==> config.mk <==
export PLATFORM = sky130hd
export DESIGN_NAME = mem_arbiter
export DESIGN_NICKNAME = d
export VERILOG_FILES = /design/src/pkg_vec.sv /design/src/mem_arbiter.sv
export VERILOG_INCLUDE_DIRS = /design/src /design/src/src
export SDC_FILE = /design/constraint.sdc
export NUM_CORES = 1
export LEC_CHECK = 0
export BUFFER_PORTS_ARGS = -buffer_cell sky130_fd_sc_hd__buf_2
export CORE_AREA = 2 2 143 145
export CTS_BUF_LIST = sky130_fd_sc_hd__clkbuf_16
export DETAILED_ROUTE_END_ITERATION = 8
export DIE_AREA = 0 0 145 147
export HOLD_SLACK_MARGIN = 0.15
export PLACE_DENSITY = 0.46
export SLEW_MARGIN = 20
export SYNTH_ARGS = -nofsm -noshare
export SYNTH_HDL_FRONTEND = slang
export SYNTH_SLANG_ARGS = --single-unit
==> constraint.sdc <==
create_clock -name clock -period 5.8 [get_ports clock]
set_input_delay 0.58 -clock clock [delete_from_list [all_inputs] [get_ports clock]]
set_output_delay 0.58 -clock clock [all_outputs]
set_load 0.05 [all_outputs]
==> src/vec_params.svh <==
`ifndef VEC_PARAMS_SVH
`define VEC_PARAMS_SVH

// Lane array shape
`define VEC_NUM_LANE	4		// Lanes in the unit
`define VEC_DATA_W		32		// Data word width

// Per-lane register file
`define VEC_NUM_REG		8		// Registers per lane
`define VEC_REG_W		3		// Register index width

// Shared data memory
`define VEC_MEM_DEPTH	64		// Words in memory
`define VEC_ADDR_W		6		// Word address width

`endif

==> src/pkg_vec.sv <==
`default_nettype none

`include "vec_params.svh"

package pkg_vec;

	typedef logic [`VEC_DATA_W-1:0]		data_t;			// One data word
	typedef logic [`VEC_NUM_LANE-1:0]	lane_mask_t;	// One bit per lane
	typedef logic [`VEC_ADDR_W-1:0]		addr_t;			// Memory word address
	typedef logic [`VEC_REG_W-1:0]		reg_idx_t;		// Register index

	typedef enum logic [2:0] {
		op_add		= 3'd0,		// dst = src1 + src2
		op_sub		= 3'd1,		// dst = src1 - src2
		op_mul		= 3'd2,		// Low half of product
		op_bcast	= 3'd3,		// dst = scalar input
		op_rot		= 3'd4,		// dst = src1 of next lane
		op_ld		= 3'd5,		// dst = mem[imm + lane]
		op_st		= 3'd6,		// mem[imm + lane] = src1
		op_ext		= 3'd7		// Scalar out = src1 of lane_sel
	} opcode_e;

	typedef struct packed {
		opcode_e							op;
		reg_idx_t							dst;
		reg_idx_t							src1;
		reg_idx_t							src2;
		logic [$clog2(`VEC_NUM_LANE)-1:0]	lane_sel;	// Lane for extract
		addr_t								imm;		// Load/store base
	} vec_cmd_t;

	typedef struct packed {
		logic	cyc;
		logic	stb;
		logic	we;
		addr_t	adr;
		data_t	dat;		// Write data
	} wb_req_t;

	typedef struct packed {
		logic	ack;
		data_t	dat;		// Read data
	} wb_rsp_t;

endpackage

`default_nettype wire

==> src/mem_arbiter.sv <==
`timescale 1ns/1ps
`default_nettype none

`include "vec_params.svh"

module mem_arbiter
	import pkg_vec::*;
(
	input	wire			clock,
	input	wire			arst_n,
	input	wire wb_req_t	m_req [`VEC_NUM_LANE],	// One per lane
	output	wb_rsp_t		m_rsp [`VEC_NUM_LANE],
	output	wb_req_t		s_req,					// To memory
	input	wire wb_rsp_t	s_rsp
);

	localparam int SEL_W = $clog2(`VEC_NUM_LANE);

	lane_mask_t			grant_q;	// Held owner
	lane_mask_t			pick;		// Next owner when idle
	lane_mask_t			grant;
	logic [SEL_W-1:0]	ptr;		// Highest priority lane
	logic [SEL_W-1:0]	owner;
	logic [SEL_W-1:0]	idx;

	//////////////////////////////////////////////////////////////////////
	// Round-robin pick from ptr

	always_comb begin
		pick = '0;
		idx = '0;
		for (int k = 0; k < `VEC_NUM_LANE; k++) begin
			idx = ptr + SEL_W'(k);			// Wraps around the ring
			if (pick == '0 && m_req[idx].cyc) begin
				pick[idx] = 1'b1;
			end
		end
	end

	assign grant = (grant_q != '0) ? grant_q : pick;	// New owner only when idle

	always_comb begin
		owner = '0;
		for (int k = 0; k < `VEC_NUM_LANE; k++) begin
			if (grant[k]) begin
				owner = SEL_W'(k);
			end
		end
	end

	//////////////////////////////////////////////////////////////////////
	// Request forward and ack return

	assign s_req = (grant != '0) ? m_req[owner] : '0;

	always_comb begin
		for (int k = 0; k < `VEC_NUM_LANE; k++) begin
			m_rsp[k].ack = s_rsp.ack && grant[k];	// Owner only
			m_rsp[k].dat = s_rsp.dat;				// Read data to all
		end
	end

	always_ff @(posedge clock or negedge arst_n) begin
		if (!arst_n) begin
			grant_q <= '0;
			ptr <= '0;
		end else if (s_rsp.ack) begin
			grant_q <= '0;					// Transfer done, bus free
			ptr <= owner + 1'b1;			// Lane after the one served
		end else if (s_req.cyc) begin
			grant_q <= grant;				// Hold while cyc stays up
		end else begin
			grant_q <= '0;
		end
	end

	// Ack goes back to exactly one held owner
	a_ack_to_owner: assert property (
		@(posedge clock) disable iff (!arst_n)
		s_rsp.ack |-> $onehot(grant_q)
	);

endmodule

`default_nettype wire

## Word level (Yosys, flattened, before mapping)

Index checks and enable logic that the tools add are counted.

- Bitwise gates (word level): 8
- Reduce and logical (&&, ||, !) cells: 16
- Add/subtract/negate cells: 4
- Muxes and demuxes: 34
- Order comparisons: 13

Operators by type and width:

| cell | count |
|---|---|
| 2-to-1 mux 41 bit | 11 |
| binary-select mux 41 bit (select 2 bit) | 5 |
| 2-to-1 mux 4 bit | 7 |
| >= comparator 3 bit, second input constant | 5 |
| NOT 2 -> 3 bit | 5 |
| logical NOT 4 bit | 3 |
| < comparator 2 x 3 -> 1 bit, second input constant | 4 |
| bitwise OR 4 bit | 3 |
| logical AND 1 bit | 11 |
| demux 1 bit (select 2 bit) | 4 |
| >= comparator 2 x 1 -> 1 bit, second input constant | 4 |
| nonzero test 4 bit | 2 |
| 2-to-1 mux 1 bit | 5 |
| adder 2 x 1 -> 2 bit, second input constant | 2 |
| adder 2 bit, second input constant | 2 |
| 2-to-1 mux 2 bit | 2 |

- Logic and storage cells: 77
- Register bits: 6
- Output and inout bits: 173
- Input port bits: 199

## Depth between registers and ports, before layout

- Word-level depth: 25
- Mapped depth: 14
- Depth with buffers taken out: 10

## Worst setup path before layout

No wires, ideal clock.

- Kind: register to output
- Start: register ptr[1]
- End: output port s_req[10] (netlist name)
- Slack: 810 ps
- Arrival: 4,410 ps
- Path buffers: 4
- Cell stages (with the launch flop): 15
- Cells stage by stage: dfrtp_1 > clkbuf_1 > inv_1 > ha_1 > or4_1 > a21boi_4 > a22oi_1 > and2_0 > clkbuf_1 > a311o_1 > buf_2 > a21oi_2 > buf_2 > nor2_1 > o32ai_1

RTL lines:

| element | line | RTL |
|---|---|---|
| from (decl) | mem_arbiter.sv:22 | `logic [SEL_W-1:0] ptr;` |
| from (signal assigned) | mem_arbiter.sv:69 | `ptr <= owner + 1'b1;` |
| to (decl) | mem_arbiter.sv:13 | `output wb_req_t s_req,` |

==> reports/qor.yml <==
cts_resized: 0
ctsHtreeMaxLevel: 1
hp-class: "primary input to async pin"
ys.warnings.count: 0
synth_seq_cells: 6
tns_ns: 0
avgSynthCellArea_um2: 6.764
fillers: 2285
overflow: 0
detail_route.wl_per_cell_um: 17.63
cp_num_buf_inv: 3
ys_seq_area_share_pct: 5.034
synthDistinctLibCells: 51
synth_cells: 441
top_layer_used: "met4"
netlist_area_um2: 2983
cts_setup_buffers: 0
worst_pin_slew_ns: 0.8911
fmax_ghz: 0.1917
drv_slew: 0
gp_congestion: 0.8289
cts_root_buf: "clkbuf_16"
die_height_um: 147
coreArea_um2: 19840
finalCritPeriodShare_pct: 89.92
first_global_vias: 3336
critPathMaxFanout: 26
async_reset_ff_share_pct: 100.0
cts_tree: "done"
initialDrtViolationCount: 203
drc: 0
grt_pass1_wl_mm: 19.83
multi_input_area_um2: 1739
final_nets: 716
wl_met3_mm: 1.079
clkSinkCount: 6
firstDrtPassIters: 4
cpPeakStageDelay_ns: 0.76
final_cell_mix: "211 x buf_2, 86 x nor2_1, 32 x nand2_1"
finalHoldViolCount: 0
cts.clk_slew.worst_paths_ns: 0.04
dr_total_vias: 3393
hpwl_mm: 10.46
rows: 52
n_antenna_cell: 0
die_area_um2: 21320
port_buffers: 211
final_common_cell: "buf_2"
cts_buffer_depth: 2
cts_buffers: 3
cts_hold_buf: 0
status: "finished clean"
die_x_um: 145
cp-start-kind: "flip-flop"
wl_met1_mm: 5.576
ioPinCount: 372
synthFlopType: "dfrtp_1"
arrival_ns: 4.64
antenna_found_initial: 0
worstPathCellList: "buf_4 -> ha_1 -> or4_1 -> a21boi_4 -> a2111oi_4 -> nor4b_4 -> a2111oi_1 -> a21oi_4 -> buf_4 -> nor2_1 -> o32ai_1 -> buf_2"
setup_violations: 0
drive_gt1_share_pct: 47.73
grt_max_degree: 44
period_needed_ns: 5.215
cp_data_required_time_ns: 5.22
synth_fp_nets: 648
via_per_inst: 4.367
track_usage_pct: 11.91
cp_slowest_cell: "a21oi_4"
relSlewSlack_pct: 40.46
path_common_cell: "buf_4"
end_kind: "primary output"
drtAntennaViolNets: 0
rsz0062_at_grt: "false"
crit_family: "compound AO/OA/AOI/OAI gates"
clock_latency_ns: 0.23
syn_to_final_growth_pct: 16.15
synth_edf_count: 0
critical_path_class: "flip-flop to primary output"
fin_skew_ns: 0.002960
start_util_pct: 15.03
maxCapViolations: 0
seq_area_um2: 150.1
wl_mm: 13.70
wl_met2_mm: 6.701
reg2reg_slack_ns: 1.84
final timing paths:
check | from | to | cells past startpoint
max | ptr[0] | s_req[9] | 12
min | arst_n | ptr[1] | 1
max reg2reg | ptr[0] | ptr[0] | 11
min reg2reg | ptr[0] | ptr[0] | 2
max in group asynchronous | arst_n | grant_q[3] | 1
min in group clock | ptr[0] | ptr[0] | 2
sequential cells by signal, summed over array words and instances, names as in the netlist:
signal	flops
grant_q	4
ptr	2
Yosys cell counts (2+ instances only):
cell type | instances | area share, %
a211oi_1 | 2 | 0.50
a21bo_2 | 2 | 0.67
a21oi_1 | 2 | 0.34
a221o_1 | 2 | 0.67
a22oi_1 | 2 | 0.50
a311oi_1 | 2 | 0.59
a31o_2 | 2 | 0.59
a31oi_1 | 4 | 0.84
and2_1 | 3 | 0.63
and3_1 | 2 | 0.42
buf_2 | 10 | 1.7
buf_4 | 129 | 32
clkbuf_1 | 18 | 2.3
dfrtp_1 | 6 | 5.0
ha_1 | 8 | 3.4
inv_1 | 3 | 0.38
mux4_2 | 4 | 3.0
nand2_1 | 32 | 4.0
nand3_1 | 25 | 4.2
nand4_1 | 3 | 0.63
nor2_1 | 86 | 11
nor2b_1 | 2 | 0.42
o211ai_1 | 2 | 0.50
o21ai_0 | 6 | 1.0
o22ai_1 | 17 | 3.6
o311ai_1 | 23 | 6.8
o31ai_1 | 2 | 0.50
o32ai_1 | 18 | 5.3
or2_2 | 2 | 0.42
per-layer routing:
metal / global-route usage, % / vias to the layer above
met5: 0 / -
met4: 2.970 / 0
met3: 3.696 / 32
met2: 20.64 / 204
met1: 14.38 / 1570
li1: - / 1587
kinds of logic (layout without fill, tap and decap cells):
group | count (synthesis) | count (layout) | synth area share, %
DFF | 6 | 6 | 5.033
AOI/OAI and AO/OA | 98 | 98 | 27.10
buffers and inverters | 162 | 228 | 37.29
adders and majority gates | 8 | 8 | 3.356
and+or+nand+nor | 162 | 162 | 23.87
muxes | 5 | 5 | 3.356
through the flow:
stage,area (um2),worst slack (ns),std cells,hold WS (ns),util [%]
after floorplan,2983,0.8100,441,0.2844,-
after global placement,3390,0.8479,774,0.4301,17.08
after detailed placement,3390,0.7710,774,0.4324,17.08
after CTS,3465,0.5291,777,0.1906,17.46
after global routing,3465,0.2657,777,0.1948,17.46
final,3465,0.5847,777,0.1836,17.46
area by class of cell:
| type | instances | area share (%) |
|---|---|---|
| multi-input cells | 273 | 50.20 |
| well taps | 270 | 9.751 |
| inverters | 3 | 0.3250 |
| clock buffers | 3 | 2.167 |
| flip-flops and latches | 6 | 4.334 |
| repair buffers | 222 | 33.22 |
Power is left out: the tool's default activity adds up to more than one toggle a clock period on the data nets, which glitch-free logic cannot reach.
