File: config.mk
export PLATFORM = sky130hd
export DESIGN_NAME = lane_unit
export DESIGN_NICKNAME = d
export VERILOG_FILES = /design/src/pkg_vec.sv /design/src/lane_unit.sv
export VERILOG_INCLUDE_DIRS = /design/src /design/src/src
export SDC_FILE = /design/constraint.sdc
export NUM_CORES = 2
export LEC_CHECK = 0
export ABC_CLOCK_PERIOD_IN_PS = 11000
export BUFFER_PORTS_ARGS = -buffer_cell sky130_fd_sc_hd__buf_2
export CORE_MARGIN = 2
export CORE_UTILIZATION = 56
export CTS_BUF_LIST = sky130_fd_sc_hd__clkbuf_4 sky130_fd_sc_hd__clkbuf_8 sky130_fd_sc_hd__clkbuf_16
export CTS_CLUSTER_DIAMETER = 30
export CTS_CLUSTER_SIZE = 25
export DETAILED_ROUTE_END_ITERATION = 10
export GPL_TIMING_DRIVEN = 0
export HOLD_SLACK_MARGIN = 0.15
export PLACE_DENSITY = 0.76
export SETUP_SLACK_MARGIN = 0.05
export SYNTH_ARGS = -nofsm -noshare
export SYNTH_HDL_FRONTEND = slang
export SYNTH_SLANG_ARGS = --single-unit
File: constraint.sdc
create_clock -name clock -period 11 [get_ports clock]
set_input_delay 0.55 -clock clock [delete_from_list [all_inputs] [get_ports clock]]
set_output_delay 0.55 -clock clock [all_outputs]
set_load 0.1 [all_outputs]
File: src/vec_params.svh
`ifndef VEC_PARAMS_SVH
`define VEC_PARAMS_SVH

// Lane array shape
`define VEC_NUM_LANE	4		// Lanes in the unit
`define VEC_DATA_W		32		// Data word width

// Per-lane register file
`define VEC_NUM_REG		8		// Registers per lane
`define VEC_REG_W		3		// Register index width

// Shared data memory
`define VEC_MEM_DEPTH	64		// Words in memory
`define VEC_ADDR_W		6		// Word address width

`endif

File: src/pkg_vec.sv
`default_nettype none

`include "vec_params.svh"

package pkg_vec;

	typedef logic [`VEC_DATA_W-1:0]		data_t;			// One data word
	typedef logic [`VEC_NUM_LANE-1:0]	lane_mask_t;	// One bit per lane
	typedef logic [`VEC_ADDR_W-1:0]		addr_t;			// Memory word address
	typedef logic [`VEC_REG_W-1:0]		reg_idx_t;		// Register index

	typedef enum logic [2:0] {
		op_add		= 3'd0,		// dst = src1 + src2
		op_sub		= 3'd1,		// dst = src1 - src2
		op_mul		= 3'd2,		// Low half of product
		op_bcast	= 3'd3,		// dst = scalar input
		op_rot		= 3'd4,		// dst = src1 of next lane
		op_ld		= 3'd5,		// dst = mem[imm + lane]
		op_st		= 3'd6,		// mem[imm + lane] = src1
		op_ext		= 3'd7		// Scalar out = src1 of lane_sel
	} opcode_e;

	typedef struct packed {
		opcode_e							op;
		reg_idx_t							dst;
		reg_idx_t							src1;
		reg_idx_t							src2;
		logic [$clog2(`VEC_NUM_LANE)-1:0]	lane_sel;	// Lane for extract
		addr_t								imm;		// Load/store base
	} vec_cmd_t;

	typedef struct packed {
		logic	cyc;
		logic	stb;
		logic	we;
		addr_t	adr;
		data_t	dat;		// Write data
	} wb_req_t;

	typedef struct packed {
		logic	ack;
		data_t	dat;		// Read data
	} wb_rsp_t;

endpackage

`default_nettype wire

File: src/lane_unit.sv
`timescale 1ns/1ps
`default_nettype none

`include "vec_params.svh"

module lane_unit
	import pkg_vec::*;
#(
	parameter int LANE_ID = 0
) (
	input	wire				clock,
	input	wire				arst_n,
	input	wire				accept,		// Command taken this edge
	input	wire				en,			// Lane enable bit
	input	wire vec_cmd_t		cmd,
	input	wire data_t			scalar_in,
	input	wire data_t			nbr_src,	// src1 of next lane
	output	data_t				src1_out,	// Our src1 onto the ring
	output	wb_req_t			wb_req,
	input	wire wb_rsp_t		wb_rsp,
	output	logic				done,
	output	logic				zero		// Last write was zero
);

	data_t		regs [`VEC_NUM_REG];
	data_t		src2_val;
	data_t		alu_res;
	logic		is_alu;
	logic		is_mem;
	logic		mem_open;		// Wishbone cycle in progress
	logic		mem_we;
	addr_t		mem_adr;
	data_t		mem_dat;
	reg_idx_t	ld_dst;			// Load target held over the bus cycle
	logic		mem_done;

	assign src1_out	= regs[cmd.src1];
	assign src2_val	= regs[cmd.src2];

	assign is_alu	= cmd.op inside {op_add, op_sub, op_mul, op_bcast, op_rot};
	assign is_mem	= cmd.op inside {op_ld, op_st};
	assign mem_done	= mem_open && wb_rsp.ack;

	//////////////////////////////////////////////////////////////////////
	// Single-cycle datapath

	always_comb begin
		case (cmd.op)
			op_add:		alu_res = src1_out + src2_val;
			op_sub:		alu_res = src1_out - src2_val;
			op_mul:		alu_res = src1_out * src2_val;		// Keeps low 32 bits
			op_bcast:	alu_res = scalar_in;
			op_rot:		alu_res = nbr_src;					// Ring neighbour
			default:	alu_res = src1_out;					// Unused by mem/ext
		endcase
	end

	//////////////////////////////////////////////////////////////////////
	// Register file, status and done

	always_ff @(posedge clock or negedge arst_n) begin
		if (!arst_n) begin
			for (int r = 0; r < `VEC_NUM_REG; r++) begin
				regs[r] <= '0;
			end
			zero <= 1'b0;
			done <= 1'b0;
			mem_open <= 1'b0;
		end else if (accept) begin
			done <= !en || !is_mem;				// Disabled lanes finish at once
			if (en && is_alu) begin
				regs[cmd.dst] <= alu_res;
				zero <= (alu_res == '0);
			end
			mem_open <= en && is_mem;			// Raise cyc/stb
		end else if (mem_done) begin
			done <= 1'b1;
			mem_open <= 1'b0;					// Drop after ack
			if (!mem_we) begin
				regs[ld_dst] <= wb_rsp.dat;		// Load result
				zero <= (wb_rsp.dat == '0);
			end
		end
	end

	// Bus payload, held stable until ack
	always_ff @(posedge clock) begin
		if (accept) begin
			mem_we <= (cmd.op == op_st);
			mem_adr <= cmd.imm + addr_t'(LANE_ID);	// Per-lane word offset
			mem_dat <= src1_out;
			ld_dst <= cmd.dst;
		end
	end

	assign wb_req.cyc	= mem_open;
	assign wb_req.stb	= mem_open;
	assign wb_req.we	= mem_we;
	assign wb_req.adr	= mem_adr;
	assign wb_req.dat	= mem_dat;

	// Top must not issue while this lane still owns a bus cycle
	a_no_accept_in_cycle: assert property (
		@(posedge clock) disable iff (!arst_n)
		accept |-> !mem_open
	);

endmodule

`default_nettype wire

### Word-level counts from Yosys, hierarchy flattened

Cells that the tools add are included.

| word-level totals | value |
|---|---|
| register bits after elaboration | 301 |
| input port bits | 121 |
| word-level logic and storage cells | 76 |
| output and inout port bits | 75 |

| operators by class | value |
|---|---|
| $mul | 1 |
| $lt $le $gt $ge | 6 |
| reduce and logical (&&, ||, !) cells | 15 |
| bitwise gates (word level) | 4 |
| equality and inequality tests | 8 |
| $add $sub $neg | 2 |
| mux-type cells | 25 |

Operator list:

| kind | count |
|---|---|
| 2-to-1 mux 256 bit | 4 |
| bitwise mux 256 bit | 2 |
| binary-select mux 32 bit (select 3 bit) | 2 |
| demux 32 bit (select 3 bit) | 2 |
| 2-to-1 mux 32 bit | 6 |
| one-hot mux 32 bit (5 select lines) | 1 |
| zero test 32 bit | 2 |
| adder 32 bit | 1 |
| multiplier 32 x 32 -> 32 bit | 1 |
| subtractor 32 bit | 1 |
| >= comparator 4 bit (second input constant) | 4 |
| NOT 3 -> 4 bit | 4 |
| == test 3 bit (second input constant) | 3 |
| less-than comparator 4 x 1 -> 1 bit (second input constant) | 2 |
| 2-to-1 mux 1 bit | 8 |
| == test 3 x 2 -> 1 bit (second input constant) | 2 |
| logical AND 1 bit | 5 |
| nonzero test 5 bit | 1 |
| nonzero test 2 bit | 2 |
| == test 3 x 1 -> 1 bit (second input constant) | 1 |
| zero test 3 bit | 1 |
| AND reduction 3 bit | 1 |
| zero test 1 bit | 2 |
| != test 2 x 1 -> 1 bit (second input constant) | 1 |
| 2 further kinds | 2 |

### Logic depth before layout (Yosys ltp)

| depth | value |
|---|---|
| depth in word-level cells | 9 |
| mapped depth | 38 |
| gate-level depth less buffers | 31 |

### Worst setup path before layout

Ideal clock, no wire load.

| timing | value |
|---|---|
| path type | input -> register |
| start | input cmd[11] in the netlist's numbering |
| end | register zero |
| buffers on the path | 5 |
| data arrival time | 9.454 ns |
| required time | 10.904 ns |
| stages | 31 |
| library setup time | 0.096 ns |
| setup slack | 1.451 ns |
| cell sequence | buf_6 buf_12 buf_12 buf_4 mux4_2 mux2_2 clkbuf_1 nand2_1 fa_1 inv_1 fa_1 inv_1 fa_1 fa_1 inv_1 fa_1 fa_1 fa_1 fa_1 ha_1 nand4_1 or2_2 a2111oi_0 o21a_1 o31ai_1 o211a_1 a21oi_1 and4_1 and4_1 nand4_1 o31ai_1 |

| between the ends | value |
|---|---|
| word-level cells in the longest chain between the ends | 9 |
| elaborated cells on any way between the ends | 11 |
| those cells by class | add/sub (2); mul (1); mux (6); bitwise (1); reduce/logical (1) |

RTL lines:

| element | line | RTL |
|---|---|---|
| start, declared | lane_unit.sv:15 | `input wire vec_cmd_t cmd,` |
| NOT 3 -> 4 bit (not written as such) (*) | lane_unit.sv:37 | `assign src1_out = regs[cmd.src1];` |
| binary-select mux 32 bit (select 3 bit) (*) | lane_unit.sv:37 |  |
| 2-to-1 mux 32 bit (not written as such) (*) (2 in a row) | lane_unit.sv:37 |  |
| net src1_out[23] | lane_unit.sv:18 | `output data_t src1_out,` |
| multiplier 32 x 32 -> 32 bit, or another cell as far along | lane_unit.sv:51 | `op_mul: alu_res = src1_out * src2_val;` |
| one-hot mux 32 bit (5 select lines) (*) | lane_unit.sv:48 | `case (cmd.op)` |
| zero test 32 bit (*) | lane_unit.sv:73 | `zero <= (alu_res == '0);` |
| 2-to-1 mux 1 bit (*) | lane_unit.sv:71 | `if (en && is_alu) begin` |
| 2-to-1 mux 1 bit (*) | lane_unit.sv:69 | `end else if (accept) begin` |
| end signal, assigned | lane_unit.sv:73 |  |
| end signal, assigned | lane_unit.sv:81 | `zero <= (wb_rsp.dat == '0);` |
| end, declared | lane_unit.sv:22 | `output logic zero` |

Mark *: on every way through the listed nets, which the timed path passes. The rest lies on a longest branch. The select of a mux whose other input is x is not followed.
A chain may end at the register's enable or synchronous reset.

### Final worst setup path

| timing | value |
|---|---|
| start | input cmd[12] in the netlist's numbering |
| end | register zero |

| between the ends | value |
|---|---|
| word-level cells in the longest chain between the ends | 9 |
| elaborated cells on any way between the ends | 11 |
| those cells by class | add/sub (2); mul (1); mux (6); bitwise (1); reduce/logical (1) |

RTL lines:

| element | line |
|---|---|
| NOT 3 -> 4 bit (not written as such) (*) | lane_unit.sv:37 |
| binary-select mux 32 bit (select 3 bit) (*) | lane_unit.sv:37 |
| 2-to-1 mux 32 bit (not written as such) (*) (2 in a row) | lane_unit.sv:37 |
| multiplier 32 x 32 -> 32 bit, or another cell as far along | lane_unit.sv:51 |
| one-hot mux 32 bit (5 select lines) (*) | lane_unit.sv:48 |
| zero test 32 bit (*) | lane_unit.sv:73 |
| 2-to-1 mux 1 bit (*) | lane_unit.sv:71 |
| 2-to-1 mux 1 bit (*) | lane_unit.sv:69 |

Mark *: on every way between the ends. The rest lies on a longest branch, timed or not. The select of a mux whose other input is x is not followed.

==> impl_results.md <==
* Fmax at 0.0907 GHz
* Syn Nets at 4,503
* Worst path bufs/invs at 5
* Area post-placement at 38,400 sq um
* Layout Cells excl Fill at 5,027
* Top cells by area, synth: fa_1 23%, dfrtp_1 18%, mux4_2 6.4%
* Fin Setup TNS at -25.0 ps
* Crit path kind: in -> reg
* Vias in the first global route at 34,900
* CP max stage delay at 1080 ps
* Main flop type after synthesis: dfrtp_1
* # clock sinks at 301
* Family with the most delay on the worst path: adder cells
* Root Buffer: clkbuf_16
* Mapped Cells at 3,817
* Dpl cells at 4,865
* Vias per cell at 6.90
* Die X at 259 microns
* Slew @ Worst Pin at 1530 ps
* Number of synthesized register bits at 301
* Syn_area_per_cell at 9.52 sq um
* FILL cells at 5,331
* # rows at 93
* Total GRT Usage at 47.4%
* Crit end category: flip-flop
* Layout cell share with drive strength beyond 1 at 15.0%
* Synth-to-layout area growth at 14.4%
* Max Root-Sink Buffers at 3
* Worst EP arrival at 11,550 ps
* Top-count cell post-synth: nor2_1
* Final HPWL DP at 117,000 microns
* Combined flip-flop and latch cell area at 7740 sq um
* Antenna-violating nets left at 0
* Asr flop ratio synth at 86.0%
* Most common cell on crit path: fa_1
* Worst-path maximum fanout at 10
* Worst hold path class: in -> reg
* Clk slew on worst S/H paths at 50 ps
* Slack of the critical path at -25.0 ps
* Max Cap Viol at 1
* CP Data Required Time at 11,530 ps
* Cell taking the most area after synthesis: fa_1
* Final Hold Fails at 0
* Multi-input gate area at 25,800 sq um
* Register area share after synthesis at 21.3%
* Synth cell types at 88
* DRC at 0
* Number of synthesized flops with an enable pin at 42
* Die Ht at 259 microns
* Io pins at 196
* 1st-iter DRT viols at 5,398
* Initial antenna violation count at 8
* Failing checks: capacitance limit, slew limit, setup timing
* Max-slew violations at 9
* Core Area at 64,300 sq um
* Final min period at 11,030 ps
* TritonCTS Buffers at 79
* Final setup viols at 1
* Die area at 66,900 sq um
* Top cell type's share of synthesized area at 22.5%
* Critical Path Start Type: input pin
* Pin count of the biggest net entering global routing at 120
* Top post-synthesis cells by count: 464 x nor2_1, 420 x inv_1, 409 x fa_1
* Final clock skew at 53.1 ps
* Finished Cell Area at 41,500 sq um
* Starting density of the core at 56.4%
* Outcome: finished, violations left
* Pre-CTS setup slack at -2300 ps
* Grt ovf at 0
* Total wire length at 157,000 microns
* Initial DRT Pass Iterations at 11
* Yosys warns at 0
* Htree depth at 3
* First-pass GRT wire length at 228,000 microns
* RePlAce Congestion at 1.07
* Worst-skew pair later-pin latency at 660 ps
* WL/cell at 31.3 microns
* Worst path slowest cell: mux2i_1
* Final Cycle Share at 100%
* Post-Syn Area at 36,300 sq um
* Nets at 4,791
* Vias at 34,700
* Slew HR at -4.78%
* Port bufs at 189
* RSZ-0062 raised after global routing: no
* CTS tree: done
## worst paths after layout
| path | startpoint | cells past startpoint | slack (ps) | to |
|---|---|---|---|---|
| worst max-delay path | cmd[12] | 28 | -30 | zero |
| worst min-delay path | wb_rsp[32] | 3 | 270 | mem_open |
| worst max register to register | regs[239] | 26 | 0 | zero |
| worst min register to register | regs[25] | 2 | 500 | regs[25] |
| max in group asynchronous | arst_n | 3 | 9640 | regs[72] |
| min in group asynchronous | arst_n | 2 | 390 | regs[189] |
## layer usage
layer / part of all wire, % / wire length [microns] / track usage [%] / up-vias
met4: 10 / 16300 / 38.9 / 6
met3: 15 / 23000 / 18.5 / 959
met1: 33 / 52300 / 55.7 / 16900
li1: - / - / - / 13700
met5: 0.025 / 39 / 0.142 / -
met2: 42 / 65600 / 68.7 / 3045
## worst reg2reg max path: cells and delay by family (launching register included)
kind,cells,cell delay (ps)
simple gates,6,1520
buf+inv,3,1100
flops,1,390
fa+ha+maj,9,4420
mux,2,1540
compound gates,6,1910
## timing repair
action / CTS / global route
resized for setup: 32 / 23
hold buffers: 10 / 0
setup endpoints to repair: 83 / 49
pin swaps: 2 / 0
endpoints found under the hold margin: 48 / 0
buffers inserted: 1 / 6
## flip-flops by register name (all words and copies together) (netlist names)
| signal | count |
|---|---|
| regs | 256 |
| mem_dat | 32 |
| mem_adr | 6 |
| ld_dst | 3 |
| done | 1 |
| mem_open | 1 |
| mem_we | 1 |
| zero | 1 |
## area by class of cell
type,instances,area share [%]
Multi-Input combinational cell,2785,62.0
Sequential cell,301,18.6
Clock buffer,95,5.18
Inverter,438,3.98
Buffer,289,3.38
Timing Repair Buffer,211,2.89
Tap cell,855,2.57
Clock inverter,48,1.36
Antenna cell,5,0.0301
## cells by family after synthesis
group	after synthesis	share of synthesized area (%)
flip-flops	301	21.3
adder cells (fa/ha/maj)	565	27.9
buffers and inverters	731	8.33
XOR/XNOR	129	3.22
AO/OA/AOI/OAI	871	17.1
multiplexers	198	9.86
AND/OR/NAND/NOR	1022	12.3
## stage by stage
stage	hold slack, ps	util (%)
after global placement	477	59.6
final	266	64.6
after CTS	264	64.3
after detailed placement	467	59.7
after global routing	297	64.6
after floorplan	254	-
## layout by cell type (no fill, tap or decap), drive strengths merged, types with 12 or more instances in the layout
cell type and n:
o22a 26, a22oi 65, clkinv 40, nand4 12, or2 39, nor2 466
nor2b 29, edfxtp 42, buf 318, nand2 299, o21a 191, fa 409
o221ai 181, nand2b 44, dfrtp 259, mux2i 74, a21oi 139, a21o 22
mux4 116, clkbuf 266, xnor2 93, inv 430, o21ai 130, nand3 27
nor3 23, and2 35, o22ai 12, ha 156, xor2 33, a31oi 20
Power is not shown: default switching activity piles up to over one toggle a cycle in this logic, so the estimate is an artifact.
